$ cat config.mk
export PLATFORM = sky130hd
export DESIGN_NAME = led_register
export DESIGN_NICKNAME = d
export VERILOG_FILES = /design/src/hdl/soc_bus_pkg.sv /design/src/hdl/led_register.sv
export SDC_FILE = /design/constraint.sdc
export NUM_CORES = 1
export LEC_CHECK = 0
export ABC_AREA = 1
export BUFFER_PORTS_ARGS = -buffer_cell sky130_fd_sc_hd__buf_2
export CAP_MARGIN = 20
export CELL_PAD_IN_SITES_DETAIL_PLACEMENT = 0
export CELL_PAD_IN_SITES_GLOBAL_PLACEMENT = 1
export CORE_ASPECT_RATIO = 1.25
export CORE_MARGIN = 4
export CORE_UTILIZATION = 21
export DETAILED_ROUTE_END_ITERATION = 10
export PLACE_DENSITY = 0.86
export SLEW_MARGIN = 20
export SYNTH_ARGS = -nofsm -noshare
export SYNTH_HDL_FRONTEND = slang
export SYNTH_SLANG_ARGS = --single-unit
$ cat constraint.sdc
create_clock -name clock -period 1.3 [get_ports clock]
set_input_delay 0.195 -clock clock [delete_from_list [all_inputs] [get_ports clock]]
set_output_delay 0.195 -clock clock [all_outputs]
set_load 0.01 [all_outputs]
$ cat src/hdl/soc_bus_pkg.sv
`default_nettype none

package soc_bus_pkg;

	// Bus widths
	localparam int DATA_WIDTH = 32;
	localparam int ADDR_WIDTH = 32;

	// Queue entry is {rw, address, wdata}
	localparam int CMD_WIDTH = 1 + ADDR_WIDTH + DATA_WIDTH;

	// Command queue
	localparam int FIFO_DEPTH = 4;
	localparam int FIFO_PTR_WIDTH = $clog2(FIFO_DEPTH);
	localparam int FIFO_COUNT_WIDTH = $clog2(FIFO_DEPTH + 1);

	// Block RAM, in 32-bit words
	localparam int RAM_DEPTH = 256;
	localparam int RAM_INDEX_WIDTH = $clog2(RAM_DEPTH);

	// Address map
	localparam logic [ADDR_WIDTH-1:0] RAM_BASE = 32'h0001_0000;
	localparam logic [ADDR_WIDTH-1:0] RAM_SIZE = 32'h0001_0000;
	localparam logic [ADDR_WIDTH-1:0] LED_BASE = 32'h5000_0000;
	localparam logic [ADDR_WIDTH-1:0] LED_SIZE = 32'h0000_0010;

	// Board LEDs
	localparam int LED_WIDTH = 10;

endpackage

`default_nettype wire
$ cat src/hdl/led_register.sv
`default_nettype none

module led_register
	import soc_bus_pkg::*;
(
	input  wire logic                  clock,
	input  wire logic                  i_rst_n,
	input  wire logic                  i_request,
	input  wire logic                  i_rw,
	input  wire logic [ADDR_WIDTH-1:0] i_address,
	input  wire logic [DATA_WIDTH-1:0] i_wdata,
	output logic      [DATA_WIDTH-1:0] o_rdata,
	output logic                       o_ready,
	output logic      [LED_WIDTH-1:0]  o_led
);

	logic request_d;
	logic first;
	logic at_led;

	assign first  = i_request && !request_d;
	assign at_led = (i_address == '0);

	always_ff @(posedge clock or negedge i_rst_n)
	begin
		if (!i_rst_n)
		begin
			request_d <= 1'b0;
			o_ready   <= 1'b0;
			o_led     <= '0;
		end
		else
		begin
			request_d <= i_request;
			o_ready   <= first;
			// Only offset 0 holds the LEDs
			if (first && i_rw && at_led)
				o_led <= i_wdata[LED_WIDTH-1:0];
		end
	end

	always_ff @(posedge clock)
	begin
		if (first)
			o_rdata <= at_led ? DATA_WIDTH'(o_led) : '0;
	end

endmodule

`default_nettype wire

==> out/qor.csv <==
metric,value,unit
crit_family,simple AND/OR/NAND/NOR gates,
finalCriticalPeriod,1.16,ns
p_sw_share,22.0,%
p_leak,0.000803,uW
postPlaceCellArea,1470,um^2
hpwl,2320,um
cp-start-kind,flip-flop,
drt_wl_total,2650,um
synthCells,124,
crit_buf_inv,1,
diodes,0,
max_stage_delay,0.38,ns
grt_pass1_wl,4210,um
timing.final.hold_violations,0,
grt-ovfl-total,0,
cts_tree,yes,
fin_skew,0.00790,ns
p_switching,289,uW
power.density,860,nW/um^2
clock_sinks,22,
syn_avg_cell_area,9.16,um^2
internal-power,1020,uW
n_fill_cell,567,
critPathMaxFanout,11,
core,5150,um^2
drive_gt1_share,39.0,%
ys_seq_area_share,52.9,%
status,finished clean,
clkTransAtPathRegs,0.07,ns
path_cells,"nor3b_1, buf_4, nand2_2, nand2_1, nand2_1",
wire_per_inst,10.3,um
p_seq_share,56.4,%
yosysUniqueCellTypes,13,
antenna_found_initial,0,
nets,264,
clk_latency,0.26,ns
cp_slowest_cell,dfrtp_1,
fp.dieArea,6660,um^2
pwr-share-comb,11.4,%
dr_total_vias,969,
yosysWarnings,0,
rsz0062_at_grt,false,
grt.total_usage,7.89,%
design_area,1520,um^2
cts_resized,0,
grt_max_degree,13,
maxCapViolCount,0,
cts_made_buffers,3,
grt_pass1_vias,922,
core.rowCount,29,
initial_core_util,22.0,%
die_w,73.8,um
finalWorstSetupSlack,0.138,ns
finalCritPeriodShare,89.4,%
hold_path.class,input pin to flip-flop,
clkPwrFrac,32.2,%
drc,0,
cts_buffer_depth,2,
cp_common_cell,nand2_1,
io_buffers,66,
cts_max_level,1,
viasPerCell,3.77,
fin_tns_setup,0,ns
firstDrtPassIters,4,
ir_drop,0.327,mV
die_height,90.2,um
setup_viol,0,
required,1.45,ns
critPathArrivalTime,1.31,ns
fmax,0.861,GHz
routabilityCongestion,0.692,
postRouteAntennaNets,0,
cts-root-buf,clkbuf_8,
finalPower,1310,uW
ioPinCount,111,
final_max_slew_viol_count,0,
place_ws,0.0771,ns
first_iter_violations,94,
end_kind,flip-flop,
synth_area,1140,um^2
synth_seq_cells,22,
path_class,flip-flop to flip-flop,
area_growth,34.1,%
[cells in the mapped netlist]
| library cell | n | share of area, % |
|---|---|---|
| nand2_2 | 1 | 0.55 |
| nor3b_1 | 11 | 7.3 |
| buf_2 | 3 | 1.3 |
| edfxtp_1 | 10 | 26 |
| nor2_1 | 21 | 6.9 |
| buf_4 | 22 | 15 |
| nand3_1 | 10 | 4.4 |
| conb_1 | 1 | 0.33 |
| buf_6 | 1 | 0.99 |
| nor2_2 | 1 | 0.55 |
| dfrtp_1 | 12 | 26 |
| nand2_1 | 30 | 9.9 |
| inv_1 | 1 | 0.33 |
[worst register-to-register path: stages (launching register included)]
cell,delay [ns]
dfrtp_1,0.38
nor3b_1,0.19
buf_4,0.20
nand2_2,0.15
nand2_1,0.09
nand2_1,0.05
[area by class of cell]
class,count,area [um^2],area share [%]
Tap cell,62,77.6,5.09
Timing Repair Buffer,72,378,24.8
Sequential cell,22,601,39.4
Multi-Input combinational cell,96,419,27.5
Clock buffer,4,45.0,2.96
Inverter,1,3.75,0.246
[path summary, 6_finish.rpt]
kind                                start         to  slack [ns]  depth (start not counted)
worst max-delay path            request_d   o_led[9]        0.14                          5
worst min-delay path            i_request  request_d        0.06                          1
worst max register to register  request_d   o_led[9]        0.14                          5
worst min register to register   o_led[7]   o_led[7]        0.50                          2
max in group asynchronous         i_rst_n   o_led[0]        0.75                          2
min in group asynchronous         i_rst_n    o_ready        0.34                          2
[power by group through the flow]
| stage | registers, uW | logic (uW) | clock network, uW |
|---|---|---|---|
| floorplan | 761 | 101 | 0 |
| global placement | 754 | 145 | 0 |
| detailed placement | 755 | 148 | 0 |
| CTS | 740 | 150 | 434 |
| global route | 741 | 170 | 461 |
| finish | 740 | 150 | 422 |
[metrics by stage]
step                hold slack [ns]  instances  util, %
floorplan                    -0.101        145        -
global placement             0.0796        252     28.5
detailed placement           0.0842        252     28.5
CTS                          0.0553        257     29.6
global route                 0.0569        257     29.6
finish                       0.0622        257     29.6
[repair_timing]
item,4_1_cts,5_1_grt
buffers inserted,0,0
hold buffers,1,0
endpoints found under the hold margin,12,0
[registers in the layout (all words and copies together) (netlist names)]
name	cells
o_led	10
o_ready	1
o_rdata	10
request_d	1
[layer usage]
metal	up-vias	global-route usage, %	part of all wire [%]
met3	2	2.01	11
met2	37	14.3	57
met4	0	3.63	1.1
met1	435	8.07	31
li1	495	-	-
met5	-	0	0
[cells by family after synthesis]
logic type | Yosys count | synth area share (%)
other cells | 1 | 0.330
buf+inv | 27 | 17.2
flops | 22 | 52.9
simple gates | 74 | 29.6
[cells in the final DEF (no fill, tap or decap), drive strengths merged]
cell / synthesis / layout
buf: 26 / 71
inv: 1 / 1
nor2: 22 / 22
edfxtp: 10 / 10
nor3b: 11 / 11
nand2: 31 / 31
dlygate4sd3: 0 / 1
nand3: 10 / 10
dfrtp: 12 / 12
conb: 1 / 22
clkbuf: 0 / 4
No activity file was read; power rests on OpenSTA's default activity.
