`config.mk`:
```
export PLATFORM = sky130hd
export DESIGN_NAME = bus_decoder
export DESIGN_NICKNAME = d
export VERILOG_FILES = /design/src/hdl/soc_bus_pkg.sv /design/src/hdl/bus_decoder.sv
export SDC_FILE = /design/constraint.sdc
export NUM_CORES = 1
export LEC_CHECK = 0
export BUFFER_PORTS_ARGS = -buffer_cell sky130_fd_sc_hd__buf_4
export CAP_MARGIN = 30
export CORE_AREA = 4 4 88 90
export DETAILED_ROUTE_END_ITERATION = 7
export DIE_AREA = 0 0 92 94
export SYNTH_ARGS = -nofsm -noshare
export SYNTH_HDL_FRONTEND = slang
export SYNTH_SLANG_ARGS = --single-unit
```
`constraint.sdc`:
```
create_clock -name vclk -period 6.8
set_input_delay 0.34 -clock vclk [all_inputs]
set_output_delay 0.34 -clock vclk [all_outputs]
set_load 0.02 [all_outputs]
```
`src/hdl/soc_bus_pkg.sv`:
```
`default_nettype none

package soc_bus_pkg;

	// Bus widths
	localparam int DATA_WIDTH = 32;
	localparam int ADDR_WIDTH = 32;

	// Queue entry is {rw, address, wdata}
	localparam int CMD_WIDTH = 1 + ADDR_WIDTH + DATA_WIDTH;

	// Command queue
	localparam int FIFO_DEPTH = 4;
	localparam int FIFO_PTR_WIDTH = $clog2(FIFO_DEPTH);
	localparam int FIFO_COUNT_WIDTH = $clog2(FIFO_DEPTH + 1);

	// Block RAM, in 32-bit words
	localparam int RAM_DEPTH = 256;
	localparam int RAM_INDEX_WIDTH = $clog2(RAM_DEPTH);

	// Address map
	localparam logic [ADDR_WIDTH-1:0] RAM_BASE = 32'h0001_0000;
	localparam logic [ADDR_WIDTH-1:0] RAM_SIZE = 32'h0001_0000;
	localparam logic [ADDR_WIDTH-1:0] LED_BASE = 32'h5000_0000;
	localparam logic [ADDR_WIDTH-1:0] LED_SIZE = 32'h0000_0010;

	// Board LEDs
	localparam int LED_WIDTH = 10;

endpackage

`default_nettype wire
```
`src/hdl/bus_decoder.sv`:
```
`default_nettype none

module bus_decoder
	import soc_bus_pkg::*;
(
	input  wire logic                  i_request,
	input  wire logic                  i_rw,
	input  wire logic [ADDR_WIDTH-1:0] i_address,
	input  wire logic [DATA_WIDTH-1:0] i_wdata,
	output logic                       o_ready,
	output logic      [DATA_WIDTH-1:0] o_rdata,
	output logic                       o_error,
	output logic                       o_ram_request,
	output logic      [ADDR_WIDTH-1:0] o_ram_address,
	input  wire logic                  i_ram_ready,
	input  wire logic [DATA_WIDTH-1:0] i_ram_rdata,
	output logic                       o_led_request,
	output logic      [ADDR_WIDTH-1:0] o_led_address,
	input  wire logic                  i_led_ready,
	input  wire logic [DATA_WIDTH-1:0] i_led_rdata
);

	logic ram_select;
	logic led_select;
	logic unmapped;

	// Offset wraps below the base, so one compare covers both bounds
	assign o_ram_address = i_address - RAM_BASE;
	assign o_led_address = i_address - LED_BASE;
	assign ram_select    = (o_ram_address < RAM_SIZE);
	assign led_select    = (o_led_address < LED_SIZE);
	assign unmapped      = !ram_select && !led_select;

	assign o_ram_request = i_request && ram_select;
	assign o_led_request = i_request && led_select;

	// Unmapped accesses complete in the request cycle
	assign o_ready = ram_select ? i_ram_ready :
		led_select ? i_led_ready :
		i_request;
	assign o_error = i_request && unmapped;

	// Writes carry no read data back
	assign o_rdata = i_rw ? '0 :
		ram_select ? i_ram_rdata :
		led_select ? i_led_rdata :
		'0;

	always_comb
	begin
		// write data from the master must be settled
		if (i_request && i_rw)
			a_wdata_known: assert (!$isunknown(i_wdata));
	end

endmodule

`default_nettype wire

```
==> summary.md <==
| Metric | Value |
|---|---|
| Synth cell types | 40 |
| Setup violations, final | 0 |
| Post-synth top area share | 23.2% |
| Synthesis-to-layout area growth | 81.1% |
| DRC | 0 |
| Share of post-route cells with drive strength above 1 | 62.9% |
| Post-Synth Adder-Cell Area | 5.26% |
| DRT iter0 DRCs | 33 |
| Crit path largest cell delay | 570 ps |
| Avg WL per Cell | 14.2 um |
| Sequential element share of the synthesized area | 0% |
| Final hold vios | 0 |
| Syn avg cell area | 7.67 sq um |
| Pwr Density | 52.9 nW/um^2 |
| Fill cell count | 746 |
| Row count | 31 |
| Hold Buf Count CTS | 0 |
| Seq cells | 0 |
| Leak | 1.27 nW |
| Crit path time final | 3740 ps |
| FF+latch area | 0 sq um |
| Global-route wire length before repair | 9340 um |
| Placed cells | 417 |
| Gr ovfl total | 0 |
| Fin Setup TNS | 0 ps |
| F_max | 0.267 GHz |
| VDD IR max | 0.0000330 V |
| Mux contribution to synthesized area | 1.58% |
| Post-synthesis simple-gate area fraction | 21.2% |
| Vias | 1909 |
| # port buffers | 188 |
| Total of max-cap violations | 0 |
| Worst EP arrival | 3400 ps |
| Top-count cell post-synth | buf_4 |
| Worst-path fanout max | 35 |
| Chip Width | 92 um |
| Compound-gate portion of the synthesized area | 30.9% |
| Design area | 2580 sq um |
| Inserted Diodes | 0 |
| Total wire length | 5910 um |
| Postcts setup bufs | 0 |
| CP dominant cell by count | buf_4 |
| Worst hold path class | primary input to output pin |
| Crit path cell chain | buf_4 > inv_1 > ha_1 > or3b_1 > or4b_4 > a21boi_2 > xor2_2 > nor4_4 > buf_4 > mux2_1 > buf_4 |
| Max Transition Viols Final | 0 |
| Post-synth top area cell | buf_4 |
| Critical Path RT | 6460 ps |
| WP buf/inv | 4 |
| Worst hold margin | 680 ps |
| Final Instance Count excl. Fillers | 417 |
| Core area | 7060 sq um |
| HPWL after DPL | 4980 um |
| Die Y-Extent | 94 um |
| Highest routed layer | met3 |
| Syn_nets | 324 |
| Clkbuf count | 0 |
| Critical path type | primary input to output pin |
| Commonest cells in the netlist | buf_4, a32o_1, nor2_1, inv_1, xor2_1 |
| Post-DP Area | 2580 sq um |
| Initial antenna violation count | 0 |
| Max-slew headroom | 38.1% |
| Tightest Pin Transition | 928 ps |
| Final period util | 55.0% |
| Post-CTS Resized | 0 |
| Wl on met1 | 2390 um |
| Post-Syn Area | 1430 sq um |
| Final GP Congestion | 0.763 |
| Syn Inst Count | 186 |
| Main combinational cell family by area after synthesis | buffers and inverters |
| Status | completed |
| Largest net degree at the start of global routing | 36 |
| Slowest CP cell | or4b_4 |
| YS warnings | 0 |
| CP endpoint kind | output pin |
| ANT nets after route | 0 |
| Nets | 458 |
| CP Launch Type | primary input |
| Total GRT Usage | 12.4% |
| Routed wl met3 | 709 um |
| Vias/cell | 4.58 |
| Unrepaired setup endpoints after global routing | no |
| Vias in the first global route | 1881 |
| Starting Density | 20.2% |
| Area contributors post-synth | buf_4, a32o_1, ha_1 |
| Xor/xnor share of the synthesized area | 9.74% |
| Routed wl met2 | 2810 um |
| Die ar. | 8650 sq um |
| DR pass1 iterations | 5 |
| Critical path's top delay family | simple AND/OR/NAND/NOR gates |
| I/O pin cnt | 232 |
stage by stage:
stage                     util, %  total power [mW]  setup WS [ps]
final                        36.6             0.137           3060
after global routing         36.6             0.148           2810
after CTS                    36.6             0.138           3030
after detailed placement     36.6             0.138           3050
after global placement       36.2             0.137           2730
after floorplan                 -            0.0744           3380
path summary, 6_finish.rpt:
check | slack, ps | cells past startpoint | from | end
worst max-delay path | 3060 | 11 | i_address[16] | o_ready
worst min-delay path | 680 | 0 | i_address[2] | o_led_address[2]
logic make-up (layout without fill, tap and decap cells):
group / after synthesis / in the layout
buffers and inverters: 66 / 198
and+or+nand+nor: 49 / 49
AOI/OAI and AO/OA: 48 / 48
xor gates and xnor gates: 15 / 15
adders and majority gates: 6 / 6
muxes: 2 / 2
report_power, final:
part	switching (mW)	leakage, nW	internal [mW]
Combinational	0.0670	1.27	0.0695
Clock	0	0	0
Sequential	0	0	0
Total	0.0670	1.27	0.0695
placed cells by master, fill, tap and decap left out, types with 2 or more instances in the layout:
master and n:
nor2_2 2, nand3_1 5, buf_4 189, a32o_1 32
nor4_1 7, or4b_4 2, ha_1 6, xnor2_1 6
o21ai_0 6, nor2_1 11, nand2_1 4, nor3_1 4
nand2b_1 3, inv_1 8, xor2_1 8, nand3b_1 2
a32oi_1 2
routing by layer:
layer  global-route usage [%]  vias to the layer above
li1                         -                      929
met1                     16.1                      853
met2                     22.0                      127
met3                     3.29                        0
met4                        0                        0
met5                        0                        -
final cells by class:
| cell class | count | area, sq um | area share [%] |
|---|---|---|---|
| Multi-Input combinational cell | 120 | 982 | 38.0 |
| Inverter | 8 | 30.0 | 1.16 |
| Timing Repair Buffer | 190 | 1450 | 56.0 |
| Tap cell | 99 | 124 | 4.80 |
(Power assumes the default switching activity.)
