[config.mk]
export PLATFORM = sky130hd
export DESIGN_NAME = bus_master
export DESIGN_NICKNAME = d
export VERILOG_FILES = /design/src/hdl/soc_bus_pkg.sv /design/src/hdl/bus_master.sv
export SDC_FILE = /design/constraint.sdc
export NUM_CORES = 1
export LEC_CHECK = 0
export ABC_AREA = 1
export BUFFER_PORTS_ARGS = -buffer_cell sky130_fd_sc_hd__buf_4
export CELL_PAD_IN_SITES_DETAIL_PLACEMENT = 2
export CELL_PAD_IN_SITES_GLOBAL_PLACEMENT = 2
export CORE_UTILIZATION = 26
export CTS_CLUSTER_DIAMETER = 100
export CTS_CLUSTER_SIZE = 12
export DETAILED_ROUTE_END_ITERATION = 10
export PLACE_DENSITY = 0.73
export SLEW_MARGIN = 5
export SYNTH_ARGS = -nofsm -noshare
export SYNTH_HDL_FRONTEND = slang
export SYNTH_SLANG_ARGS = --single-unit
[constraint.sdc]
create_clock -name clock -period 6.5 [get_ports clock]
set_input_delay 0.975 -clock clock [delete_from_list [all_inputs] [get_ports clock]]
set_output_delay 0.975 -clock clock [all_outputs]
set_load 0.02 [all_outputs]
[src/hdl/soc_bus_pkg.sv]
`default_nettype none

package soc_bus_pkg;

	// Bus widths
	localparam int DATA_WIDTH = 32;
	localparam int ADDR_WIDTH = 32;

	// Queue entry is {rw, address, wdata}
	localparam int CMD_WIDTH = 1 + ADDR_WIDTH + DATA_WIDTH;

	// Command queue
	localparam int FIFO_DEPTH = 4;
	localparam int FIFO_PTR_WIDTH = $clog2(FIFO_DEPTH);
	localparam int FIFO_COUNT_WIDTH = $clog2(FIFO_DEPTH + 1);

	// Block RAM, in 32-bit words
	localparam int RAM_DEPTH = 256;
	localparam int RAM_INDEX_WIDTH = $clog2(RAM_DEPTH);

	// Address map
	localparam logic [ADDR_WIDTH-1:0] RAM_BASE = 32'h0001_0000;
	localparam logic [ADDR_WIDTH-1:0] RAM_SIZE = 32'h0001_0000;
	localparam logic [ADDR_WIDTH-1:0] LED_BASE = 32'h5000_0000;
	localparam logic [ADDR_WIDTH-1:0] LED_SIZE = 32'h0000_0010;

	// Board LEDs
	localparam int LED_WIDTH = 10;

endpackage

`default_nettype wire
[src/hdl/bus_master.sv]
`default_nettype none

module bus_master
	import soc_bus_pkg::*;
(
	input  wire logic                  clock,
	input  wire logic                  i_rst_n,
	input  wire logic                  i_empty,
	input  wire logic [CMD_WIDTH-1:0]  i_head,
	output logic                       o_pop,
	output logic                       o_bus_request,
	output logic                       o_bus_rw,
	output logic      [ADDR_WIDTH-1:0] o_bus_address,
	output logic      [DATA_WIDTH-1:0] o_bus_wdata,
	input  wire logic                  i_bus_ready,
	input  wire logic [DATA_WIDTH-1:0] i_bus_rdata,
	input  wire logic                  i_bus_error,
	output logic                       o_rsp_valid,
	output logic      [DATA_WIDTH-1:0] o_rsp_rdata,
	output logic                       o_rsp_error
);

	typedef enum logic {
		ST_IDLE,
		ST_BUSY
	} state_t;

	state_t state;

	// Take the head as soon as we are free
	assign o_pop = (state == ST_IDLE) && !i_empty;

	// Request is simply the busy state
	assign o_bus_request = (state == ST_BUSY);

	always_ff @(posedge clock or negedge i_rst_n)
	begin
		if (!i_rst_n)
		begin
			state       <= ST_IDLE;
			o_rsp_valid <= 1'b0;
		end
		else
		begin
			o_rsp_valid <= 1'b0;
			case (state)
				ST_IDLE:
					if (o_pop)
						state <= ST_BUSY;
				ST_BUSY:
					if (i_bus_ready)
					begin
						state       <= ST_IDLE;
						o_rsp_valid <= 1'b1;
					end
				default:
					state <= ST_IDLE;
			endcase
		end
	end

	// Command fields held for the whole access
	always_ff @(posedge clock)
	begin
		if (o_pop)
		begin
			o_bus_rw      <= i_head[CMD_WIDTH-1];
			o_bus_address <= i_head[DATA_WIDTH +: ADDR_WIDTH];
			o_bus_wdata   <= i_head[DATA_WIDTH-1:0];
		end
		if (o_bus_request && i_bus_ready)
		begin
			o_rsp_rdata <= i_bus_rdata;
			o_rsp_error <= i_bus_error;
		end
	end

	// Command must not move under a pending request
	a_bus_stable: assert property (@(posedge clock) disable iff (!i_rst_n)
		o_bus_request && !i_bus_ready |=> o_bus_request && $stable(o_bus_address)
			&& $stable(o_bus_rw) && $stable(o_bus_wdata));

endmodule

`default_nettype wire

==> results of run 1 <==
==> synthesized netlist by cell type (all sizes together) <==
library cell,instances
nand2,4
dfrtp,2
inv,5
edfxtp,98
==> cell type report <==
type,instances,area [um^2],area share
clock buffers,10,229.0,0.04541
clock inverters,6,78.83,0.01563
repair buffers,203,1524,0.3022
well taps,143,178.9,0.03548
multi-input cells,4,20.02,0.003970
flip-flops and latches,100,2993,0.5935
inverters,5,18.77,0.003722
==> cells by family after synthesis <==
kind of cell,share of synthesized area
buffers and inverters,0.006191
DFF,0.9872
and+or+nand+nor,0.006604
==> routing by layer <==
layer / global-route usage / vias to the layer above
met2: 0.2232 / 142
met5: 0 / -
met1: 0.1280 / 901
li1: - / 857
met3: 0.07172 / 7
met4: 0.06857 / 0
==> sequential cells by signal, indices dropped and copies added (netlist names) <==
signal         count
o_rsp_rdata       32
o_rsp_error        1
o_bus_rw           1
o_rsp_valid        1
o_bus_address     32
o_bus_wdata       32
o_bus_request      1
==> where the power goes <==
part / internal [mW] / leakage [nW] / switching, mW
combinational: 0.0892 / 1.01 / 0.105
sequential: 0.766 / 0.946 / 0.0136
clock: 0.334 / 0.154 / 0.220
total: 1.19 / 2.11 / 0.338
==> metrics by stage <==
stage                     utilization  instances  cell area [um^2]
after global placement         0.4164        455              4735
after floorplan                     -        109              3032
after global routing           0.4435        471              5042
after CTS                      0.4435        471              5042
after detailed placement       0.4164        455              4735
final                          0.4435        471              5042
==> how the worst min path moves through the flow <==
| stage | startpoint | to | slack (ns) | depth (start not counted) |
|---|---|---|---|---|
| 5_1_grt | i_rst_n | o_bus_request | 0.40 | 1 |
| 6_report | i_rst_n | o_rsp_valid | 0.42 | 1 |
| 3_3_place_gp | o_bus_request | o_bus_request | 0.52 | 2 |
| 2_1_floorplan | o_bus_request | o_bus_request | 0.64 | 2 |
| 4_1_cts | i_rst_n | o_rsp_valid | 0.40 | 1 |
| 3_5_place_dp | o_bus_request | o_bus_request | 0.55 | 2 |
==> impl_metrics.json, run 1 <==
{
  "setup_tns_ns": 0,
  "yosysTopAreaCell": "edfxtp_1",
  "cts_buffers": 9,
  "synth_area_um2": 3032,
  "cpMostUsedCell": "buf_4",
  "antenna_cells": 0,
  "cp-end-kind": "output pin",
  "nets": 425,
  "first_iter_violations": 63,
  "wl_mm": 8.066,
  "grt_first_pass_wirelength_mm": 11.12,
  "final_common_cell": "buf_4",
  "rr_endpoint": "o_rsp_rdata[22]",
  "slew_headroom": 0.2473,
  "finalMaxSlewViolations": 0,
  "synth_warnings": 0,
  "synth_seq_cells": 100,
  "vias": 1907,
  "dr_wl_met3_mm": 1.240,
  "outcome": "finished, final reports clean",
  "max_freq_ghz": 0.3174,
  "post_cts_buffers": 0,
  "port_buffers": 202,
  "detail-route-antenna-nets": 0,
  "ys_top_cells_by_area": "edfxtp_1 (97%), dfrtp_1 (1.7%), inv_1 (0.62%), nand2_2 (0.41%), nand2_1 (0.25%)",
  "topRoutingLayerUsed": "met4",
  "maxCapViolations": 0,
  "place_ws_ns": 3.320,
  "cp_cell_sequence": "buf_4 > inv_1 > nand2_2 > inv_2 > buf_4 > buf_4",
  "n_fill_cell": 1114,
  "initial_core_util": 0.2666,
  "die_y_um": 110.0,
  "ios": 203,
  "avgViaCountPerCell": 4.049,
  "num_rows": 39,
  "cp.depth": 6,
  "ff2ff_setup_slack_ns": 4.56,
  "cts.sinks": 100,
  "max_stage_delay_ns": 0.63,
  "post-route-min-period_ns": 3.151,
  "h-tree-depth": 3,
  "wl_per_cell_um": 17.13,
  "worstSkewPairLatency_ns": 0.33,
  "setup_viol": 0,
  "fin_crit_sh": 0.4847,
  "setup_slack_ns": 3.349,
  "fin_worst_skew_ns": 0.006949,
  "cp_max_fo": 66,
  "track_usage": 0.1314,
  "m1WireLength_mm": 2.688,
  "power_mw": 1.527,
  "cts_resized": 0,
  "first_global_vias": 2118,
  "met2_length_mm": 4.027,
  "slowest_stage": "buf_4",
  "gr-total-overflow": 0,
  "drc": 0,
  "mostFrequentLayoutCells": "buf_4 (203), edfxtp_1 (98), clkbuf_16 (9)",
  "avgSynthCellArea_um2": 27.81,
  "die_x_um": 110.0,
  "rsz0062_at_grt": "false",
  "core_area_um2": 11370,
  "hold_ws_ns": 0.4165,
  "dieArea_um2": 12100,
  "syn-instance-count": 109,
  "cts_tree": "done",
  "crit_type": "input pin to output pin",
  "antenna_found_initial": 0,
  "clock_path_buffers": 2,
  "worstPathRequired_ns": 5.52,
  "powerDensity_nw_per_um2": 302.9,
  "globalplace.congestion": 0.6880,
  "syn_nets": 211,
  "crit_path_end": "o_pop",
  "hold_violations": 0,
  "syn2layout_area_growth_pct": 66.32,
  "vdd_drop_max_mv": 0.1245,
  "clkTransAtPathRegs_ns": 0.06,
  "leakagePower_nw": 2.111,
  "first_pass_iters": 4,
  "postCtsHoldBufs": 0,
  "hold_class": "input pin to async pin",
  "yosysSeqAreaShare": 0.9872,
  "ctsRootBufferMaster": "clkbuf_16",
  "drive_gt1_frac": 0.6707,
  "worst_pin_slew_ns": 1.122,
  "path_buf_inv": 5,
  "reg2reg_depth": 2,
  "crit_arrival_ns": 2.18,
  "r2r-start": "o_bus_request",
  "cp_top_family": "buffers and inverters",
  "startpoint_type": "input pin",
  "hpwl_mm": 6.123,
  "synth_top_area_frac": 0.9707,
  "critPathLaunch": "i_empty",
  "grt_max_degree": 67,
  "ys_types": 5
}
(Power assumes the default switching activity.)
==> run 2, diff against run 1 <==
--- a/config.mk
+++ b/config.mk
@@ -9,11 +9,11 @@
 export BUFFER_PORTS_ARGS = -buffer_cell sky130_fd_sc_hd__buf_4
 export CELL_PAD_IN_SITES_DETAIL_PLACEMENT = 2
 export CELL_PAD_IN_SITES_GLOBAL_PLACEMENT = 2
-export CORE_UTILIZATION = 26
+export CORE_UTILIZATION = 24
 export CTS_CLUSTER_DIAMETER = 100
 export CTS_CLUSTER_SIZE = 12
 export DETAILED_ROUTE_END_ITERATION = 10
-export PLACE_DENSITY = 0.73
+export PLACE_DENSITY = 0.71
 export SLEW_MARGIN = 5
 export SYNTH_ARGS = -nofsm -noshare
 export SYNTH_HDL_FRONTEND = slang
==> constraint.sdc (replaced) <==
create_clock -name clock -period 2.6 [get_ports clock]
set_input_delay 0.39 -clock clock [delete_from_list [all_inputs] [get_ports clock]]
set_output_delay 0.39 -clock clock [all_outputs]
set_load 0.02 [all_outputs]
==> run 2 against run 1 <==
Design area grew 0.25%; critical path depth is 2 lower; clock-buffer cell count up 2; routed wire length increased by 8.2%; power increased by 140%; sequential power grew to 2.5 times the previous value; worst hold slack worse by 0.20 ns; clock skew fell by 0.0025 ns; via count up 1.0%; sequential share of layout area is 0.15 points lower; register-to-register slack got worse by 3.5 ns.
==> impl_metrics.json, run 2 (synthesis results as in run 1) <==
{
  "hpwl_mm": 6.755,
  "vdd_drop_max_mv": 0.3339,
  "avgViaCountPerCell": 3.869,
  "r2r-start": "o_bus_request",
  "max_freq_ghz": 0.5292,
  "drive_gt1_frac": 0.6667,
  "detail-route-antenna-nets": 0,
  "mostFrequentLayoutCells": "buf_4 (204), edfxtp_1 (98), clkbuf_16 (9)",
  "hold_violations": 0,
  "crit_type": "register to output pin",
  "core_area_um2": 12160,
  "hold_start": "i_bus_error",
  "cts_resized": 0,
  "instances_no_fill": 498,
  "port_buffers": 202,
  "worstSkewPairLatency_ns": 0.34,
  "outcome": "finished, final reports clean",
  "powerDensity_nw_per_um2": 718.4,
  "worst_pin_slew_ns": 0.4818,
  "maxCapViolations": 0,
  "place_ws_ns": 0.9158,
  "largestRegisters": "o_bus_address x32, o_bus_wdata x32, o_rsp_rdata x32",
  "post-route-min-period_ns": 1.890,
  "setup_tns_ns": 0,
  "grt_first_pass_wirelength_mm": 12.28,
  "hold_ws_ns": 0.2193,
  "die_y_um": 114.4,
  "utilization": 0.4156,
  "cts.sinks": 100,
  "syn2layout_area_growth_pct": 66.74,
  "cts_tree": "done",
  "cts_buffers": 9,
  "leakagePower_nw": 2.107,
  "globalplace.congestion": 0.6699,
  "worst_hold_path.num_cells": 1,
  "antenna_cells": 0,
  "initial_core_util": 0.2493,
  "worstPathRequired_ns": 2.21,
  "hold_class": "input pin to register",
  "setup_viol": 0,
  "antenna_found_initial": 0,
  "track_usage": 0.1352,
  "rsz0062_at_grt": "false",
  "fin_crit_sh": 0.7268,
  "fin_worst_skew_ns": 0.004421,
  "nets": 428,
  "grt_max_degree": 35,
  "vias": 1927,
  "gr-total-overflow": 0,
  "h-tree-depth": 3,
  "drc": 0,
  "placed_area_um2": 4793,
  "clkTransAtPathRegs_ns": 0.06,
  "place_inst": 482,
  "first_iter_violations": 104,
  "first_pass_iters": 3,
  "post_cts_buffers": 0,
  "setup_slack_ns": 0.7103,
  "first_global_vias": 2159,
  "critPathLaunch": "o_bus_request",
  "wl_per_cell_um": 17.52,
  "dieArea_um2": 13090,
  "reg2reg_depth": 4,
  "ios": 203,
  "startpoint_type": "register",
  "cp_max_fo": 22,
  "clock_path_buffers": 2,
  "finalMaxSlewViolations": 0,
  "final_common_cell": "buf_4",
  "power_mw": 3.631,
  "cp-end-kind": "output pin",
  "slew_headroom": 0.6783,
  "finalInstanceArea_um2": 5055,
  "die_x_um": 114.4,
  "ctsRootBufferMaster": "clkbuf_16",
  "num_rows": 40,
  "crit_arrival_ns": 1.50,
  "wl_mm": 8.727
}
## run 2: cell types whose count changed in the layout (fill, tap and decap cells not counted), sizes merged
cell	change
clkinv	-2
clkbuf	+2
buf	+2
dlygate4sd3	+1
bufinv	-2
inv	+1
## run 2: cell type report
cell class	instances	area (um^2)
fillers	1215	7107
inverters	5	18.77
flip-flops and latches	100	2993
multi-input cells	4	20.02
repair buffers	206	1562
clock inverters	3	15.01
well taps	168	210.2
clock buffers	12	236.5
## run 2: repair_timing
| item | CTS | global route |
|---|---|---|
| setup endpoints to repair | 0 | 0 |
| hold buffers | 1 | 0 |
| endpoints found under the hold margin | 2 | 0 |
## run 2: power by group
| part | leakage, nW | internal [mW] | switching [mW] |
|---|---|---|---|
| logic | 1.03 | 0.232 | 0.267 |
| clock network | 0.126 | 0.640 | 0.545 |
| registers | 0.946 | 1.91 | 0.0364 |
## run 2: metal layers
metal	global-route usage	routed length (um)	vias up
li1	-	-	859
met1	0.1334	3093	906
met2	0.2291	4274	149
met3	0.06511	1155	13
met4	0.08312	204	0
met5	0	0	-
## run 2: path summary, 6_finish.rpt
path / to / slack (ns)
min in group asynchronous: o_rsp_valid / 0.37
max in group asynchronous: o_bus_request / 2.14
max reg2reg: o_bus_address[8] / 1.05
min reg2reg: o_bus_request / 0.57
max: o_pop / 0.71
min: o_rsp_error / 0.22
## run 2: critical path: stages, from the launching register on
cell and delay, ns:
dfrtp_1 0.41, inv_1 0.08, nand2_2 0.06, inv_2 0.36, buf_4 0.24
==> run 3, diff against run 2 <==
--- a/config.mk
+++ b/config.mk
@@ -9,11 +9,11 @@
 export BUFFER_PORTS_ARGS = -buffer_cell sky130_fd_sc_hd__buf_4
 export CELL_PAD_IN_SITES_DETAIL_PLACEMENT = 2
 export CELL_PAD_IN_SITES_GLOBAL_PLACEMENT = 2
-export CORE_UTILIZATION = 24
+export CORE_UTILIZATION = 26
 export CTS_CLUSTER_DIAMETER = 100
 export CTS_CLUSTER_SIZE = 12
 export DETAILED_ROUTE_END_ITERATION = 10
-export PLACE_DENSITY = 0.71
+export PLACE_DENSITY = 0.73
 export SLEW_MARGIN = 5
 export SYNTH_ARGS = -nofsm -noshare
 export SYNTH_HDL_FRONTEND = slang
==> constraint.sdc (replaced) <==
create_clock -name clock -period 1.77 [get_ports clock]
set_input_delay 0.2655 -clock clock [delete_from_list [all_inputs] [get_ports clock]]
set_output_delay 0.2655 -clock clock [all_outputs]
set_load 0.02 [all_outputs]
==> run 3 against run 2 <==
Combinational power rose by 48%; critical path depth rose by 1; die area fell by 7.6%; power rose by 51%; clock skew rose by 0.00077 ns; global-route usage rose by 0.54 points; cell count fell by 4.8%; critical endpoint unchanged; largest cell class unchanged; highest routed layer unchanged.
==> impl_metrics.json, run 3 (synthesis results as in run 1) <==
{
  "outcome": "finished, final reports clean",
  "port_buffers": 202,
  "die_y_um": 110.0,
  "n_fill_cell": 1067,
  "cp_max_fo": 39,
  "fin_worst_skew_ns": 0.005189,
  "setup_viol": 0,
  "drive_gt1_frac": 0.6767,
  "detail-route-antenna-nets": 0,
  "max_stage_delay_ns": 0.43,
  "drc": 0,
  "r2r-start": "o_bus_request",
  "ctsRootBufferMaster": "clkbuf_16",
  "multi_input_area_um2": 20.02,
  "post-route-min-period_ns": 1.672,
  "setup_tns_ns": 0,
  "cp_top_family": "buffers and inverters",
  "crit_path_end": "o_pop",
  "power_mw": 5.485,
  "initial_core_util": 0.2666,
  "h-tree-depth": 3,
  "ios": 203,
  "worstPathRequired_ns": 1.50,
  "cp-end-kind": "output pin",
  "powerDensity_nw_per_um2": 1083,
  "hpwl_mm": 6.731,
  "vdd_drop_max_mv": 0.6501,
  "crit_arrival_ns": 1.41,
  "path_buf_inv": 4,
  "finalMaxSlewViolations": 0,
  "fin_crit_sh": 0.9447,
  "critPathLaunch": "o_bus_request",
  "antenna_found_initial": 0,
  "worst_pin_slew_ns": 0.4314,
  "globalplace.congestion": 0.7064,
  "post_cts_buffers": 0,
  "max_freq_ghz": 0.5981,
  "slew_headroom": 0.7124,
  "rr_endpoint": "o_bus_address[0]",
  "core_area_um2": 11370,
  "ff2ff_setup_slack_ns": 0.43,
  "gr-total-overflow": 0,
  "antenna_cells": 0,
  "reg2reg_depth": 4,
  "cp_cell_sequence": "inv_2 > nand2_2 > clkinvlp_4 > buf_12 > buf_4",
  "final_common_cell": "buf_4",
  "first_iter_violations": 37,
  "largestRegisters": "o_bus_address x32, o_bus_wdata x32, o_rsp_rdata x32",
  "hold_class": "input pin to register",
  "regArea_um2": 2994,
  "cts.sinks": 100,
  "nets": 428,
  "cp.depth": 5,
  "cts_tree": "done",
  "wl_per_cell_um": 18.00,
  "leakagePower_nw": 2.113,
  "slowest_stage": "dfrtp_2",
  "die_x_um": 110.0,
  "startpoint_type": "register",
  "cts_resized": 0,
  "rsz0062_at_grt": "false",
  "maxCapViolations": 0,
  "mostFrequentLayoutCells": "buf_4 (204), edfxtp_1 (98), clkbuf_16 (9)",
  "crit_type": "register to output pin",
  "internal_power_mw": 4.240,
  "p_comb_frac": 0.135,
  "p_seq_frac": 0.521,
  "avgViaCountPerCell": 4.059,
  "syn2layout_area_growth_pct": 66.98,
  "track_usage": 0.1406,
  "p_switching_mw": 1.245,
  "first_global_vias": 2126,
  "cts_buffers": 9,
  "clock_path_buffers": 2,
  "sw_frac_of_total": 0.2270,
  "grt_first_pass_wirelength_mm": 11.67,
  "first_pass_iters": 4,
  "dieArea_um2": 12100,
  "wl_mm": 8.533,
  "num_rows": 39,
  "clkTransAtPathRegs_ns": 0.07,
  "pwr-share-clk": 0.344,
  "worstSkewPairLatency_ns": 0.34,
  "hold_violations": 0,
  "vias": 1924,
  "grt_max_degree": 40
}
## run 3: final cells by class
type / instances / area share
Timing Repair Buffer: 206 / 0.3085
Clock inverter: 5 / 0.01038
Inverter: 5 / 0.004449
Clock buffer: 11 / 0.04597
Sequential cell: 100 / 0.5914
Multi-Input combinational cell: 4 / 0.003955
Tap cell: 143 / 0.03534
## run 3: routing by layer
metal,share of wire,vias up,global-route usage
met5,0,-,0
met4,0.015,0,0.06571
met3,0.14,9,0.07290
met2,0.52,139,0.2527
met1,0.32,916,0.1306
li1,-,860,-
## run 3: worst min-delay path by stage
| stage | cells past startpoint | end | slack [ns] | start |
|---|---|---|---|---|
| floorplan | 0 | o_bus_request | -0.03 | i_rst_n |
| global placement | 1 | o_rsp_valid | 0.05 | i_rst_n |
| detailed placement | 1 | o_rsp_valid | 0.05 | i_rst_n |
| CTS | 1 | o_rsp_rdata[6] | 0.08 | i_bus_rdata[6] |
| global route | 1 | o_bus_wdata[0] | 0.08 | i_head[0] |
| finish | 1 | o_rsp_rdata[6] | 0.10 | i_bus_rdata[6] |
## run 3: metrics by stage
step	utilization	instance area [um^2]	hold slack [ns]	instances	setup slack [ns]
floorplan	-	3037	-0.03009	109	-0.2102
global placement	0.4193	4767	0.04862	457	0.4616
detailed placement	0.4193	4767	0.05064	457	0.4230
CTS	0.4453	5062	0.08105	474	0.06501
global route	0.4453	5062	0.08235	474	0.02206
finish	0.4453	5062	0.1014	474	0.09792
## run 3: what timing repair did
action                                 4_1_cts  5_1_grt
hold buffers                                 1        0
endpoints found under the hold margin        2        0
setup endpoints to repair                    0        0
## run 3: power by group through the flow
stage | logic, mW | clock network [mW] | registers [mW]
6_report | 0.738 | 1.89 | 2.86
3_3_place_gp | 0.730 | 0 | 2.90
4_1_cts | 0.754 | 1.97 | 2.86
5_1_grt | 0.784 | 2.06 | 2.87
3_5_place_dp | 0.751 | 0 | 2.91
2_1_floorplan | 0.0752 | 0 | 3.11
